File: src/rtl/cd_rx_params.svh
// geometry and CRC constants for the serial bus receive path
`ifndef CD_RX_PARAMS_SVH
`define CD_RX_PARAMS_SVH

// index width, 64 blocks
`define CD_RX_I_WIDTH 6

// buffer address width, 2048 bytes
`define CD_RX_B_WIDTH 11

// block size width, 32-byte blocks
`define CD_RX_S_WIDTH (`CD_RX_B_WIDTH - `CD_RX_I_WIDTH)

// fragment count width, up to 8 blocks per frame
`define CD_RX_F_WIDTH (8 - `CD_RX_S_WIDTH)

// CRC-16/MODBUS, reflected
`define CD_RX_CRC_INIT 16'hffff
`define CD_RX_CRC_POLY 16'ha001

`endif

File: src/rtl/cd_rx_pkg.sv
// shared byte and index-entry types of the receive path
`default_nettype none

`include "cd_rx_params.svh"

package cd_rx_pkg;

    // one data byte on the bus
    typedef logic [7:0] byte_t;

    // one committed frame in the index table
    typedef struct packed {
        logic                      err;  // crc, short or oversize error
        logic [`CD_RX_F_WIDTH-1:0] frag; // blocks used minus one
        logic [7:0]                len;  // frame length minus one, crc included
    } idx_entry_t;

endpackage

`default_nettype wire

File: src/rtl/cd_rx_frame_if.sv
// byte write and commit path from the assembler to the receive RAM
`timescale 1ns/100ps
`default_nettype none

interface cd_rx_frame_if;

    cd_rx_pkg::byte_t wr_byte;
    logic [7:0]       wr_addr;     // byte offset within the frame
    logic             wr_en;       // one strobe per byte
    logic [7:0]       wr_len;      // frame length minus one
    logic             wr_err;
    logic             switch;      // commit pulse
    logic             switch_fail; // frame dropped

    modport asm (
        output wr_byte, wr_addr, wr_en, wr_len, wr_err, switch,
        input  switch_fail
    );

    modport ram (
        input  wr_byte, wr_addr, wr_en, wr_len, wr_err, switch,
        output switch_fail
    );

endinterface

`default_nettype wire

File: src/rtl/cd_rx_assembler.sv
// frame assembler that addresses bytes, checks the CRC-16 and requests the commit
`timescale 1ns/100ps
`default_nettype none

`include "cd_rx_params.svh"

module cd_rx_assembler (
    input  wire              clk,
    input  wire              reset_n,
    input  wire  cd_rx_pkg::byte_t rx_byte,
    input  wire              rx_valid,
    input  wire              rx_end,
    cd_rx_frame_if.asm       frame
);

    logic [8:0]  count;    // saturates at 256
    logic [15:0] crc;
    logic        oversize; // bytes dropped past offset 255

    // one byte through the reflected CRC-16
    function automatic logic [15:0] crc16_byte(
        input logic [15:0]      crc_in,
        input cd_rx_pkg::byte_t data
    );
        logic [15:0] c;
        c = crc_in ^ {8'h00, data};
        for (int i = 0; i < 8; i++) begin
            if (c[0]) begin
                c = (c >> 1) ^ `CD_RX_CRC_POLY;
            end else begin
                c = c >> 1;
            end
        end
        return c;
    endfunction

    // byte writes go out in the same cycle
    assign frame.wr_byte = rx_byte;
    assign frame.wr_addr = count[7:0];
    assign frame.wr_en   = rx_valid && !count[8];

    always_ff @(posedge clk or negedge reset_n) begin
        if (!reset_n) begin
            count        <= '0;
            crc          <= `CD_RX_CRC_INIT;
            oversize     <= 1'b0;
            frame.switch <= 1'b0;
            frame.wr_len <= '0;
            frame.wr_err <= 1'b0;
        end else begin
            frame.switch <= 1'b0;

            if (rx_valid) begin
                if (count[8]) begin
                    oversize <= 1'b1; // byte 257 and later are not stored
                end else begin
                    count <= count + 9'd1;
                    crc   <= crc16_byte(crc, rx_byte);
                end
            end

            if (rx_end) begin
                frame.switch <= 1'b1;
                frame.wr_len <= 8'(count - 9'd1); // 256 bytes give 255
                frame.wr_err <= oversize || (count < 9'd3) || (crc != 16'h0000);
                count        <= '0;
                crc          <= `CD_RX_CRC_INIT;
                oversize     <= 1'b0;
            end
        end
    end

endmodule

`default_nettype wire

File: src/flat_wrapper.sv
// flat-port wrapper written by rule: the top's interface ports become plain ports
module cd_rx_assembler_flat 
  (clk, reset_n, rx_byte, rx_valid, rx_end, frame_wr_byte, frame_wr_addr, frame_wr_en, frame_wr_len, frame_wr_err, frame_switch, frame_switch_fail);
  cd_rx_frame_if frame_i ();
  input  wire clk;
  input  wire reset_n;
  input  wire  cd_rx_pkg::byte_t rx_byte;
  input  wire rx_valid;
  input  wire rx_end;
  output wire logic [$bits(frame_i.wr_byte)-1:0] frame_wr_byte;
  output wire logic [$bits(frame_i.wr_addr)-1:0] frame_wr_addr;
  output wire logic [$bits(frame_i.wr_en)-1:0] frame_wr_en;
  output wire logic [$bits(frame_i.wr_len)-1:0] frame_wr_len;
  output wire logic [$bits(frame_i.wr_err)-1:0] frame_wr_err;
  output wire logic [$bits(frame_i.switch)-1:0] frame_switch;
  input wire logic [$bits(frame_i.switch_fail)-1:0] frame_switch_fail;
  assign frame_wr_byte = frame_i.wr_byte;
  assign frame_wr_addr = frame_i.wr_addr;
  assign frame_wr_en = frame_i.wr_en;
  assign frame_wr_len = frame_i.wr_len;
  assign frame_wr_err = frame_i.wr_err;
  assign frame_switch = frame_i.switch;
  assign frame_i.switch_fail = frame_switch_fail;
  cd_rx_assembler u_core (.clk(clk), .reset_n(reset_n), .rx_byte(rx_byte), .rx_valid(rx_valid), .rx_end(rx_end), .frame(frame_i));
endmodule
File: config.mk
export PLATFORM = sky130hd
export DESIGN_NAME = cd_rx_assembler_flat
export DESIGN_NICKNAME = d
export VERILOG_FILES = /design/src/rtl/cd_rx_pkg.sv /design/src/rtl/cd_rx_frame_if.sv /design/src/rtl/cd_rx_assembler.sv /design/src/flat_wrapper.sv
export VERILOG_INCLUDE_DIRS = /design/src /design/src/rtl
export SDC_FILE = /design/constraint.sdc
export NUM_CORES = 1
export LEC_CHECK = 0
export BUFFER_PORTS_ARGS = -buffer_cell sky130_fd_sc_hd__buf_2
export CORE_MARGIN = 4
export CORE_UTILIZATION = 45
export CTS_CLUSTER_DIAMETER = 40
export DETAILED_ROUTE_END_ITERATION = 10
export PLACE_DENSITY = 0.77
export SLEW_MARGIN = 15
export SYNTH_ARGS = -nofsm -noshare
export SYNTH_HDL_FRONTEND = slang
export SYNTH_SLANG_ARGS = --single-unit
File: constraint.sdc
create_clock -name clk -period 2.4 [get_ports clk]
set_clock_uncertainty 0.05 [all_clocks]
set_input_delay 0.6 -clock clk [delete_from_list [all_inputs] [get_ports clk]]
set_output_delay 0.6 -clock clk [all_outputs]
set_load 0.01 [all_outputs]
Word-level counts from Yosys, hierarchy flattened:

Cells that the tools add are included.

* register bits: 36
* bits of input ports: 13
* output and inout port bits: 27
* word-level logic and storage cells: 61

* add/sub/neg operators: 2
* $lt $le $gt $ge: 1
* equality and inequality tests: 1
* muxes and demuxes: 32
* bitwise operators: 9
* reduce and logical (&&, ||, !) cells: 9

Operators by type and width (count)
* $mux W16: 25
* $mux W9: 3
* $not A2 Y3: 8
* $reduce_bool A16 Y1: 1
* $xor A16 B8 Y16: 1
* $add A9 B1 Y9 const B: 1
* $lt A9 B2 Y1 const B: 1
* $sub A8 B1 Y8 const B: 1
* $mux W1: 4
* $reduce_and A2 Y1: 2
* $reduce_bool A2 Y1: 2
* $logic_or A1 B1 Y1: 2
* $ne A2 B2 Y1 const B: 1
* $logic_and A1 B1 Y1: 1
* $logic_not A1 Y1: 1

Depth between registers and ports, before layout:

Gate-level depths: netlist of run 1.

* depth after elaboration: 34
* mapped depth: 7
* depth with buffers taken out: 6

Worst setup path before layout of run 1:

Ideal clock, no wire load.

* kind: input-to-reg
* start point: input rx_byte[1]
* end point: register u_core.crc[14]
* setup time: 0.082 ns
* arrival time: 1.829 ns
* data required time: 2.268 ns
* path slack: 0.439 ns
* stages: 5
* path buffers: 0
* path through: xnor2_1 > xnor2_1 > xnor3_2 > and3_1 > nor3_1

* word-level cells in the longest chain between the ends: 27

RTL lines
* start, declared: line flat_wrapper.sv:7 `input wire cd_rx_pkg::byte_t rx_byte;`
* $xor A16 B8 Y16 (*): line cd_rx_assembler.sv:26 `c = crc_in ^ {8'h00, data};`
* $not A2 Y3 (no source line)
* $mux W16 (*): line cd_rx_assembler.sv:28 `if (c[0]) begin`
* $mux W16 (*): line cd_rx_assembler.sv:54 `if (count[8]) begin`
* $mux W16 (*): line cd_rx_assembler.sv:53 `if (rx_valid) begin`
* $mux W16 (*): line cd_rx_assembler.sv:28
* $mux W16 (*): line cd_rx_assembler.sv:54
* $mux W16 (*): line cd_rx_assembler.sv:53
* [11 not listed]
* $mux W16 (*): line cd_rx_assembler.sv:53
* $mux W16 (*): line cd_rx_assembler.sv:28
* $mux W16 (*): line cd_rx_assembler.sv:54
* $mux W16 (*): line cd_rx_assembler.sv:53
* $mux W16 (*): line cd_rx_assembler.sv:28
* $mux W16 (*): line cd_rx_assembler.sv:54
* $mux W16 (*): line cd_rx_assembler.sv:53
* $mux W16 (*): line cd_rx_assembler.sv:62 `if (rx_end) begin`
* end signal, assigned: line cd_rx_assembler.sv:45 `` crc <= `CD_RX_CRC_INIT; ``
* end signal, assigned: line cd_rx_assembler.sv:58 `crc <= crc16_byte(crc, rx_byte);`
* end signal, assigned: line cd_rx_assembler.sv:67 `` crc <= `CD_RX_CRC_INIT; ``
* end, declared: line cd_rx_assembler.sv:17 `logic [15:0] crc;`

Mark *: on every way between the ends. The rest lies on a longest branch, timed or not. The select of a mux whose other input is x is not followed.
A chain may end at the register's enable or synchronous reset.

Worst setup path in the final report of run 1:

* start point: register u_core.crc[0]
* end point: register u_core.crc[15]

* word-level cells in the longest chain between the ends: 26

RTL lines (line)
* $xor A16 B8 Y16: cd_rx_assembler.sv:26
* $mux W16: cd_rx_assembler.sv:28
* $mux W16: cd_rx_assembler.sv:54
* $mux W16: cd_rx_assembler.sv:53
* $mux W16: cd_rx_assembler.sv:28
* $mux W16: cd_rx_assembler.sv:54
* $mux W16: cd_rx_assembler.sv:53
* $mux W16: cd_rx_assembler.sv:28
* [10 not listed]
* $mux W16: cd_rx_assembler.sv:53
* $mux W16: cd_rx_assembler.sv:28
* $mux W16: cd_rx_assembler.sv:54
* $mux W16: cd_rx_assembler.sv:53
* $mux W16: cd_rx_assembler.sv:28
* $mux W16: cd_rx_assembler.sv:54
* $mux W16: cd_rx_assembler.sv:53
* $mux W16: cd_rx_assembler.sv:62

Every way passes these cells. The select of a mux whose other input is x is not followed.

==> results.yml, run 1 <==
sta:
  worst_slack_ns: 0.320
  final-hold-violation-count: 0
  fin_setup_tns_ns: 0
  post-route-min-period_ns: 2.08
  max_slew.worst_pin.slew_ns: 0.758
  fmax_mhz: 481
  grt_setup_unrepaired: "no"
  fin_crit_sh_pct: 86.7
  maxSlewViolCount: 0
  worst_slew_margin_rel_pct: 49.5
  setup_viol: 0
setup_path:
  cp_top_family: "XOR/XNOR gates"
  critical_path_class: "reg -> reg"
  crit_buf_inv: 0
  endpoint_kind: "flip-flop"
  r2r-end: "u_core.crc[15]"
  r2r_cells: 5
  cp_slowest_cell: "dfstp_2"
  regToRegSetupSlack_ns: 0.32
  slowest_delay_ns: 0.56
  crit_path_cell_trace: "xor2_1, xnor2_1, xnor3_2, and3_1, nor3_1"
  arrival_ns: 2.22
  worstReg2RegStart: "u_core.crc[0]"
  start_kind: "flip-flop"
  crit_path_max_fanout: 5
  critPathRequiredTime_ns: 2.54
logic_synthesis:
  synth_fp_nets: 218
  synth-warning-count: 0
  synthCells: 203
  synth_cell_types: 30
  synth_seq_cells: 36
  synth_area_mm2: 0.00197
  yosysSeqAreaShare_pct: 46.8
  syn_avg_cell_area_um2: 9.68
route:
  ant_nets: 0
  drcViolationCount: 0
  wire_per_inst_um: 13.7
  drt_iter0_drc: 106
  totalWireLength_um: 3770
  drt-pass1-iter-count: 4
  viasPerCell: 5.10
  num_vias: 1408
power_and_ir_drop:
  p_leak_nw: 0.972
  vdd_drop_max_uv: 298
  power_density_mw_per_mm2: 768
clocking:
  cts_made_buffers: 5
  htreeDepth: 2
  clock_path_buffers: 2
  cts_tree: "done"
  cts.repair.resized: 0
  clkTransAtPathRegs_ns: 0.06
  insertion_delay_ns: 0.28
  cts_setup_buffers: 0
  cts_hold_buf: 0
  root_buffer: "clkbuf_8"
  cts.sinks: 36
die:
  die_y_um: 74.1
  die_area_mm2: 0.00549
  core_area_mm2: 0.00412
  initial_core_util_pct: 47.8
  rows: 23
  fp.dieW_um: 74.1
  ios: 40
placement:
  port_buffers: 38
  place_hpwl_um: 2800
  place_ws_ns: 0.120
  gp_congestion: 0.783
final_layout:
  fin_nets: 240
  regArea_um2: 921
  fillers: 386
  final_cell_mix: "38 x buf_2, 27 x nor2_1, 21 x xnor2_1, 20 x dfrtp_1, 18 x nand2_1"
  area_growth_pct: 10.4
  multiInputGateArea_um2: 853
  final_common_cell: "buf_2"
  antenna_cells: 0
  drive_gt1_share_pct: 29.6
global_route:
  grt_max_degree: 37
  grt_pass1_vias: 1351
  grt.overflow.total: 0
  grt_usage_pct: 15.5
  met3_usage_pct: 4.86
  grt_pass1_wl_um: 6380
  antenna_found_initial: 0
  use_met1_pct: 19.8
  grt_util_met2_pct: 24.1
  busiest_layer: "met2"
outcome:
  outcome: "finished clean"
hold_path:
  hold_class: "in -> async"
job:
  cap_violations: 0
-- cell type report --
class	instances	share of cell area, %
Sequential cell	36	42.4
Multi-Input combinational cell	135	39.3
Timing Repair Buffer	43	10.5
Clock buffer	8	4.15
Tap cell	50	2.88
Inverter	4	0.692
-- logic make-up after synthesis --
logic type | share of synthesized area, %
simple gates | 18.6
fa+ha+maj | 1.27
mux | 1.08
xor+xnor | 14.1
flops | 46.8
buf+inv | 9.74
compound gates | 8.34
-- sequential cells by signal (all words and copies together) (netlist names) --
name                 cells
u_core.frame.wr_err      1
u_core.count             9
u_core.oversize          1
u_core.frame.switch      1
u_core.crc              16
u_core.frame.wr_len      8
-- how the worst max path moves through the flow --
stage	from	end	slack, ns	cells after the start
3_5_place_dp	rx_byte[1]	u_core.crc[15]	0.12	6
6_report	u_core.crc[0]	u_core.crc[15]	0.32	5
4_1_cts	u_core.crc[0]	u_core.crc[15]	0.32	5
5_1_grt	u_core.crc[0]	u_core.crc[15]	0.20	5
3_3_place_gp	rx_byte[1]	u_core.crc[15]	0.23	6
2_1_floorplan	rx_byte[1]	u_core.crc[14]	0.44	5
-- Yosys cell counts (all sizes together) --
| cell type | n | area [um^2] |
|---|---|---|
| nor4b | 1 | 8.76 |
| nand4 | 3 | 18.8 |
| xnor3 | 1 | 23.8 |
| or3 | 2 | 12.5 |
| nor4 | 7 | 43.8 |
| dfstp | 16 | 420 |
| nand3 | 1 | 5.00 |
| a211o | 8 | 70.1 |
| xnor2 | 21 | 184 |
| and3 | 3 | 18.8 |
| dfrtp | 20 | 500 |
| nor2 | 27 | 101 |
| xor2 | 8 | 70.1 |
| inv | 4 | 15.0 |
| o2111ai | 1 | 8.76 |
| nand3b | 5 | 37.5 |
| buf | 18 | 139 |
| nor3 | 5 | 25.0 |
| o21ai | 3 | 15.0 |
| a31oi | 1 | 6.26 |
| mux2i | 1 | 10.0 |
| nand2 | 18 | 67.6 |
| a2111oi | 1 | 8.76 |
| clkbuf | 10 | 37.5 |
| ha | 2 | 25.0 |
| mux2 | 1 | 11.3 |
| nand2b | 3 | 18.8 |
| a21oi | 11 | 55.1 |
| or4 | 1 | 7.51 |
-- metrics by stage --
step	std cells	cell area, um^2	utilization [%]	power, mW	hold WS [ns]
finish	276	2170	52.7	1.67	0.332
global route	276	2170	52.7	1.79	0.386
CTS	276	2170	52.7	1.69	0.358
detailed placement	268	2080	50.5	1.25	0.447
global placement	268	2080	50.5	1.24	0.431
floorplan	203	1970	-	1.13	0.254
-- where the power goes --
| part | total (mW) | internal, mW | leakage [nW] | switching, mW |
|---|---|---|---|---|
| clock network | 0.428 | 0.234 | 0.0455 | 0.194 |
| registers | 0.784 | 0.718 | 0.411 | 0.0665 |
| logic | 0.454 | 0.224 | 0.516 | 0.229 |
| total | 1.67 | 1.18 | 0.972 | 0.490 |
-- routing by layer --
layer  share of wire (%)  wire (um)
met1                  45       1700
met2                  48       1790
met3                 5.6        210
met4                 1.6         62
met5                   0          0
No activity file was read; power rests on OpenSTA's default activity.
==> run 2: changes to the inputs <==
--- a/config.mk
+++ b/config.mk
@@ -7,11 +7,12 @@
 export NUM_CORES = 1
 export LEC_CHECK = 0
 export BUFFER_PORTS_ARGS = -buffer_cell sky130_fd_sc_hd__buf_2
+export CORE_ASPECT_RATIO = 1.5
 export CORE_MARGIN = 4
 export CORE_UTILIZATION = 45
 export CTS_CLUSTER_DIAMETER = 40
 export DETAILED_ROUTE_END_ITERATION = 10
-export PLACE_DENSITY = 0.77
+export PLACE_DENSITY = 0.8
 export SLEW_MARGIN = 15
 export SYNTH_ARGS = -nofsm -noshare
 export SYNTH_HDL_FRONTEND = slang
==> constraint.sdc (replaced) <==
create_clock -name clk -period 1.9 [get_ports clk]
set_clock_uncertainty 0.05 [all_clocks]
set_input_delay 0.475 -clock clk [delete_from_list [all_inputs] [get_ports clk]]
set_output_delay 0.475 -clock clk [all_outputs]
set_load 0.01 [all_outputs]
==> run 2 against run 1 <==
Compared with the run above:
- wire length rose by 12%
- first-iteration DRC count fell by 74%
- non-clock buffer count rose by 14
- global-route usage rose by 2.0 points
- critical path depth did not move
- worst setup slack got worse by 0.25 ns
- via count rose by 7.4%
- flip-flop and latch count did not move
- sequential power rose by 27%
- cell count rose by 3.6%
- clock-buffer cell count fell by 1
- maximum frequency rose by 14%
==> results.yml, run 2 (synthesis gave the netlist of run 1 again) <==
outcome:
  outcome: "finished clean"
final_layout:
  area_growth_pct: 19.2
  final_cell_mix: "38 x buf_2, 27 x nor2_1, 20 x dfrtp_1, 19 x buf_4, 18 x nand2_1"
  final_cell_area_mm2: 0.00234
  largest_register_ffs: 16
  final_util_pct: 55.2
  reg_top3: "u_core.crc: 16 flops, u_core.count: 9 flops, u_core.frame.wr_len: 8 flops"
  drive_gt1_share_pct: 38.8
  multiInputGateArea_um2: 923
  fin_nets: 254
  final_common_cell: "buf_2"
  regMostFlops: "u_core.crc"
  regArea_um2: 921
  antenna_cells: 0
  final-instance-count-excl-fill: 286
  fillers: 371
setup_path:
  start_kind: "flip-flop"
  critPathRequiredTime_ns: 2.07
  regToRegSetupSlack_ns: 0.07
  crit_path_max_fanout: 5
  arrival_ns: 2.00
  critical_path_class: "reg -> reg"
  endpoint_kind: "flip-flop"
  r2r_cells: 5
route:
  drt_iter0_drc: 28
  wire_per_inst_um: 14.8
  num_vias: 1512
  drcViolationCount: 0
  viasPerCell: 5.29
  totalWireLength_um: 4220
  ant_nets: 0
  drt-pass1-iter-count: 4
sta:
  max_slew.worst_pin.slew_ns: 0.563
  final-hold-violation-count: 0
  setup_viol: 0
  fin_crit_sh_pct: 96.3
  fin_setup_tns_ns: 0
  maxSlewViolCount: 0
  worst_slack_ns: 0.0698
  fmax_mhz: 546
  post-route-min-period_ns: 1.83
  worst_slew_margin_rel_pct: 62.5
clocking:
  clock_path_buffers: 2
  cts_hold_buf: 0
  cts.sinks: 36
  cts_tree: "done"
  clkTransAtPathRegs_ns: 0.08
  insertion_delay_ns: 0.29
  cts_made_buffers: 5
  htreeDepth: 2
  root_buffer: "clkbuf_8"
power_and_ir_drop:
  p_leak_nw: 1.06
  sequentialPowerShare_pct: 43.3
  p_int_mw: 1.58
  pwr-share-clk_pct: 25.2
  power_density_mw_per_mm2: 978
  p_sw_share_pct: 31.3
  power.switching_mw: 0.717
  p_comb_share_pct: 31.5
  vdd_drop_max_uv: 653
global_route:
  grt_max_degree: 28
  antenna_found_initial: 0
  grt_pass1_wl_um: 6930
  grt_usage_pct: 17.5
  grt.overflow.total: 0
  grt_pass1_vias: 1473
die:
  core_area_mm2: 0.00425
  fp.dieW_um: 62.0
  ios: 40
  die_area_mm2: 0.00551
  die_y_um: 88.9
  initial_core_util_pct: 46.3
  rows: 29
placement:
  place_ws_ns: -0.127
  place_inst: 277
  gp_congestion: 0.760
  place_hpwl_um: 3040
  dpl_cell_area_mm2: 0.00217
  port_buffers: 38
hold_path:
  hold_class: "in -> async"
job:
  cap_violations: 0
==> run 2: timing repair <==
action | in CTS | in global routing
pin swaps | 2 | 7
resized for setup | 3 | 9
setup buffers | 1 | 0
hold endpoints to repair | 0 | 0
setup endpoints to repair | 2 | 2
==> run 2: cell type report <==
cell class                      instances  share of cell area (%)
Tap cell                               46                    2.46
Inverter                                4                   0.641
Multi-Input combinational cell        135                    39.4
Sequential cell                        36                    39.3
Clock buffer                            7                    3.68
Timing Repair Buffer                   57                    14.2
Clock inverter                          1                   0.320
==> run 2: path summary, 6_finish.rpt <==
| kind | start | to |
|---|---|---|
| max | u_core.crc[0] | u_core.crc[15] |
| min | reset_n | u_core.frame.wr_len[3] |
| max reg2reg | u_core.crc[0] | u_core.crc[15] |
| min reg2reg | u_core.frame.wr_len[0] | u_core.frame.wr_len[0] |
| max in group asynchronous | reset_n | u_core.crc[14] |
| min in group clk | rx_end | u_core.frame.switch |
==> run 2: metrics by stage <==
step / hold WS (ns) / power, mW
4_1_cts: 0.131 / 2.25
6_report: 0.115 / 2.29
3_5_place_dp: 0.441 / 1.66
5_1_grt: 0.144 / 2.42
2_1_floorplan: 0.129 / 1.43
3_3_place_gp: 0.431 / 1.64
==> run 2: critical path, stage by stage (launching register included) <==
cell     delay (ns)
dfstp_2        0.56
xor2_2         0.18
xnor2_1        0.16
xnor3_2        0.52
and3_4         0.20
nor3_2         0.10
==> run 2: power by group through the flow <==
stage	clock network, mW	registers [mW]	logic, mW
global placement	0	0.994	0.650
finish	0.577	0.993	0.722
floorplan	0	0.994	0.434
CTS	0.589	0.989	0.673
detailed placement	0	0.998	0.663
global route	0.625	1.01	0.785
==> run 2: per-layer routing <==
layer | track usage [%] | part of all wire (%) | up-vias
met3 | 4.05 | 3.8 | 8
met5 | 0 | 0 | -
met4 | 9.65 | 2.6 | 0
met1 | 19.7 | 38 | 731
met2 | 29.4 | 56 | 37
li1 | - | - | 736
==> run 3: changes to the inputs <==
--- a/config.mk
+++ b/config.mk
@@ -7,7 +7,7 @@
 export NUM_CORES = 1
 export LEC_CHECK = 0
 export BUFFER_PORTS_ARGS = -buffer_cell sky130_fd_sc_hd__buf_2
-export CORE_ASPECT_RATIO = 1.5
+export CORE_ASPECT_RATIO = 0.9
 export CORE_MARGIN = 4
 export CORE_UTILIZATION = 45
 export CTS_CLUSTER_DIAMETER = 40
==> run 3 against run 2 <==
Compared with the run above:
- clock-buffer cell count fell by 1
- largest power group unchanged
- global-route usage is 2.2 points lower
- non-clock buffer count fell by 2
- maximum frequency down 1.6%
- clock power increased by 13%
- via count fell by 0.46%
==> results.yml, run 3 (synthesis gave the netlist of run 1 again) <==
outcome:
  outcome: "finished clean"
global_route:
  grt.overflow.total: 0
  antenna_found_initial: 0
  grt_pass1_vias: 1443
  grt_usage_pct: 15.3
  grt_max_degree: 28
  grt_pass1_wl_um: 6700
setup_path:
  arrival_ns: 2.01
  critPathRequiredTime_ns: 2.05
  slowest_delay_ns: 0.56
  start_kind: "flip-flop"
  crit_path_max_fanout: 5
  cp_slowest_cell: "dfstp_2"
  cpMostUsedCell: "xnor2_2"
  endpoint_kind: "flip-flop"
  critical_path_class: "reg -> reg"
  crit_path_cell_trace: "xnor2_2, xnor2_2, xnor3_2, and3_1, nor3_1"
die:
  initial_core_util_pct: 47.3
  die_y_um: 70.7
  ios: 40
  rows: 22
  core_area_mm2: 0.00416
  fp.dieW_um: 77.7
  die_area_mm2: 0.00549
job:
  cap_violations: 0
power_and_ir_drop:
  vdd_drop_max_uv: 433
  power_density_mw_per_mm2: 989
  power_mw: 2.30
  p_leak_nw: 1.06
clocking:
  insertion_delay_ns: 0.29
  cts_tree: "done"
  clkTransAtPathRegs_ns: 0.08
  cts_hold_buf: 0
  cts.sinks: 36
  clock_path_buffers: 2
  cts_made_buffers: 5
  root_buffer: "clkbuf_8"
  htreeDepth: 2
route:
  viasPerCell: 5.05
  wire_per_inst_um: 13.4
  totalWireLength_um: 3990
  num_vias: 1505
  drt_iter0_drc: 107
  ant_nets: 0
  drcViolationCount: 0
  drt-pass1-iter-count: 4
sta:
  worst_slew_margin_rel_pct: 70.4
  max_slew.worst_pin.slew_ns: 0.444
  setup_viol: 0
  post-route-min-period_ns: 1.86
  grt_setup_unrepaired: "yes"
  fmax_mhz: 538
  final-hold-violation-count: 0
  holdWs_ns: 0.0723
  fin_crit_sh_pct: 97.9
  maxSlewViolCount: 0
final_layout:
  regMostFlops: "u_core.crc"
  final_cell_mix: "38 x buf_2, 27 x nor2_1, 20 x dfrtp_1, 18 x nand2_1, 18 x xnor2_1"
  fillers: 345
  area_growth_pct: 18.3
  final_cell_area_mm2: 0.00232
  drive_gt1_share_pct: 35.3
  fin_nets: 252
  antenna_cells: 0
  final_util_pct: 55.9
  largest_register_ffs: 16
  reg_top3: "u_core.crc: 16 flops, u_core.count: 9 flops, u_core.frame.wr_len: 8 flops"
  final_common_cell: "buf_2"
  final-instance-count-excl-fill: 298
placement:
  place_inst: 288
  port_buffers: 38
  place_hpwl_um: 2940
  gp_congestion: 0.825
  dpl_cell_area_mm2: 0.00218
hold_path:
  hold_class: "in -> async"
run 3: changes by cell type in the layout (fill, tap and decap cells not counted), moves of 2 or more:
cell,change
and3_4,-2
and3_1,+2
buf_4,-3
nor4_2,-2
nor3_1,+2
nor4_1,+2
nor3_2,-2
run 3: final timing paths:
| path | end | depth (start not counted) | slack, ns | from |
|---|---|---|---|---|
| worst min register to register | u_core.crc[4] | 2 | 0.46 | u_core.crc[4] |
| worst max register to register | u_core.crc[15] | 5 | 0.04 | u_core.crc[3] |
| min in group clk | u_core.oversize | 3 | 0.44 | rx_valid |
| worst max-delay path | u_core.crc[15] | 5 | 0.04 | u_core.crc[3] |
| worst min-delay path | u_core.count[6] | 1 | 0.07 | reset_n |
| max in group asynchronous | u_core.crc[6] | 2 | 1.19 | reset_n |
run 3: critical path, delay by kind of cell (launching register included):
kind / cells / cell delay (ns)
XOR/XNOR: 3 / 0.82
flip-flops: 1 / 0.56
AND/OR/NAND/NOR: 2 / 0.35
run 3: per-layer routing:
layer | GRT usage (%) | vias to the layer above | share of wire, %
met1 | 19.9 | 717 | 46
met5 | 0 | - | 0
met4 | 5.53 | 0 | 1.3
li1 | - | 737 | -
met2 | 24.3 | 47 | 47
met3 | 4.33 | 4 | 6.0
run 3: cell type report:
class / instances / area, um^2 / share of cell area (%)
clock buffers: 6 / 72.6 / 3.12
clock inverters: 2 / 35.0 / 1.51
inverters: 4 / 15.0 / 0.646
multi-input cells: 135 / 876 / 37.7
flip-flops and latches: 36 / 921 / 39.6
well taps: 60 / 75.1 / 3.23
repair buffers: 55 / 330 / 14.2
run 3: what timing repair did:
action | CTS | global route
endpoints found under the setup margin | 3 | 4
pin swaps | 3 | 1
setup buffers | 1 | 1
resized for setup | 3 | 2
run 3: power by group:
part | switching (mW) | internal [mW]
registers | 0.0802 | 0.905
logic | 0.320 | 0.340
clock network | 0.265 | 0.389
total | 0.665 | 1.63
run 3: stage by stage:
step	setup WS [ns]	TNS, ns
after floorplan	0.0207	0
after global placement	-0.0816	-0.160
after detailed placement	-0.120	-0.287
after CTS	0.00153	0
after global routing	-0.0498	-0.0803
final	0.0398	0
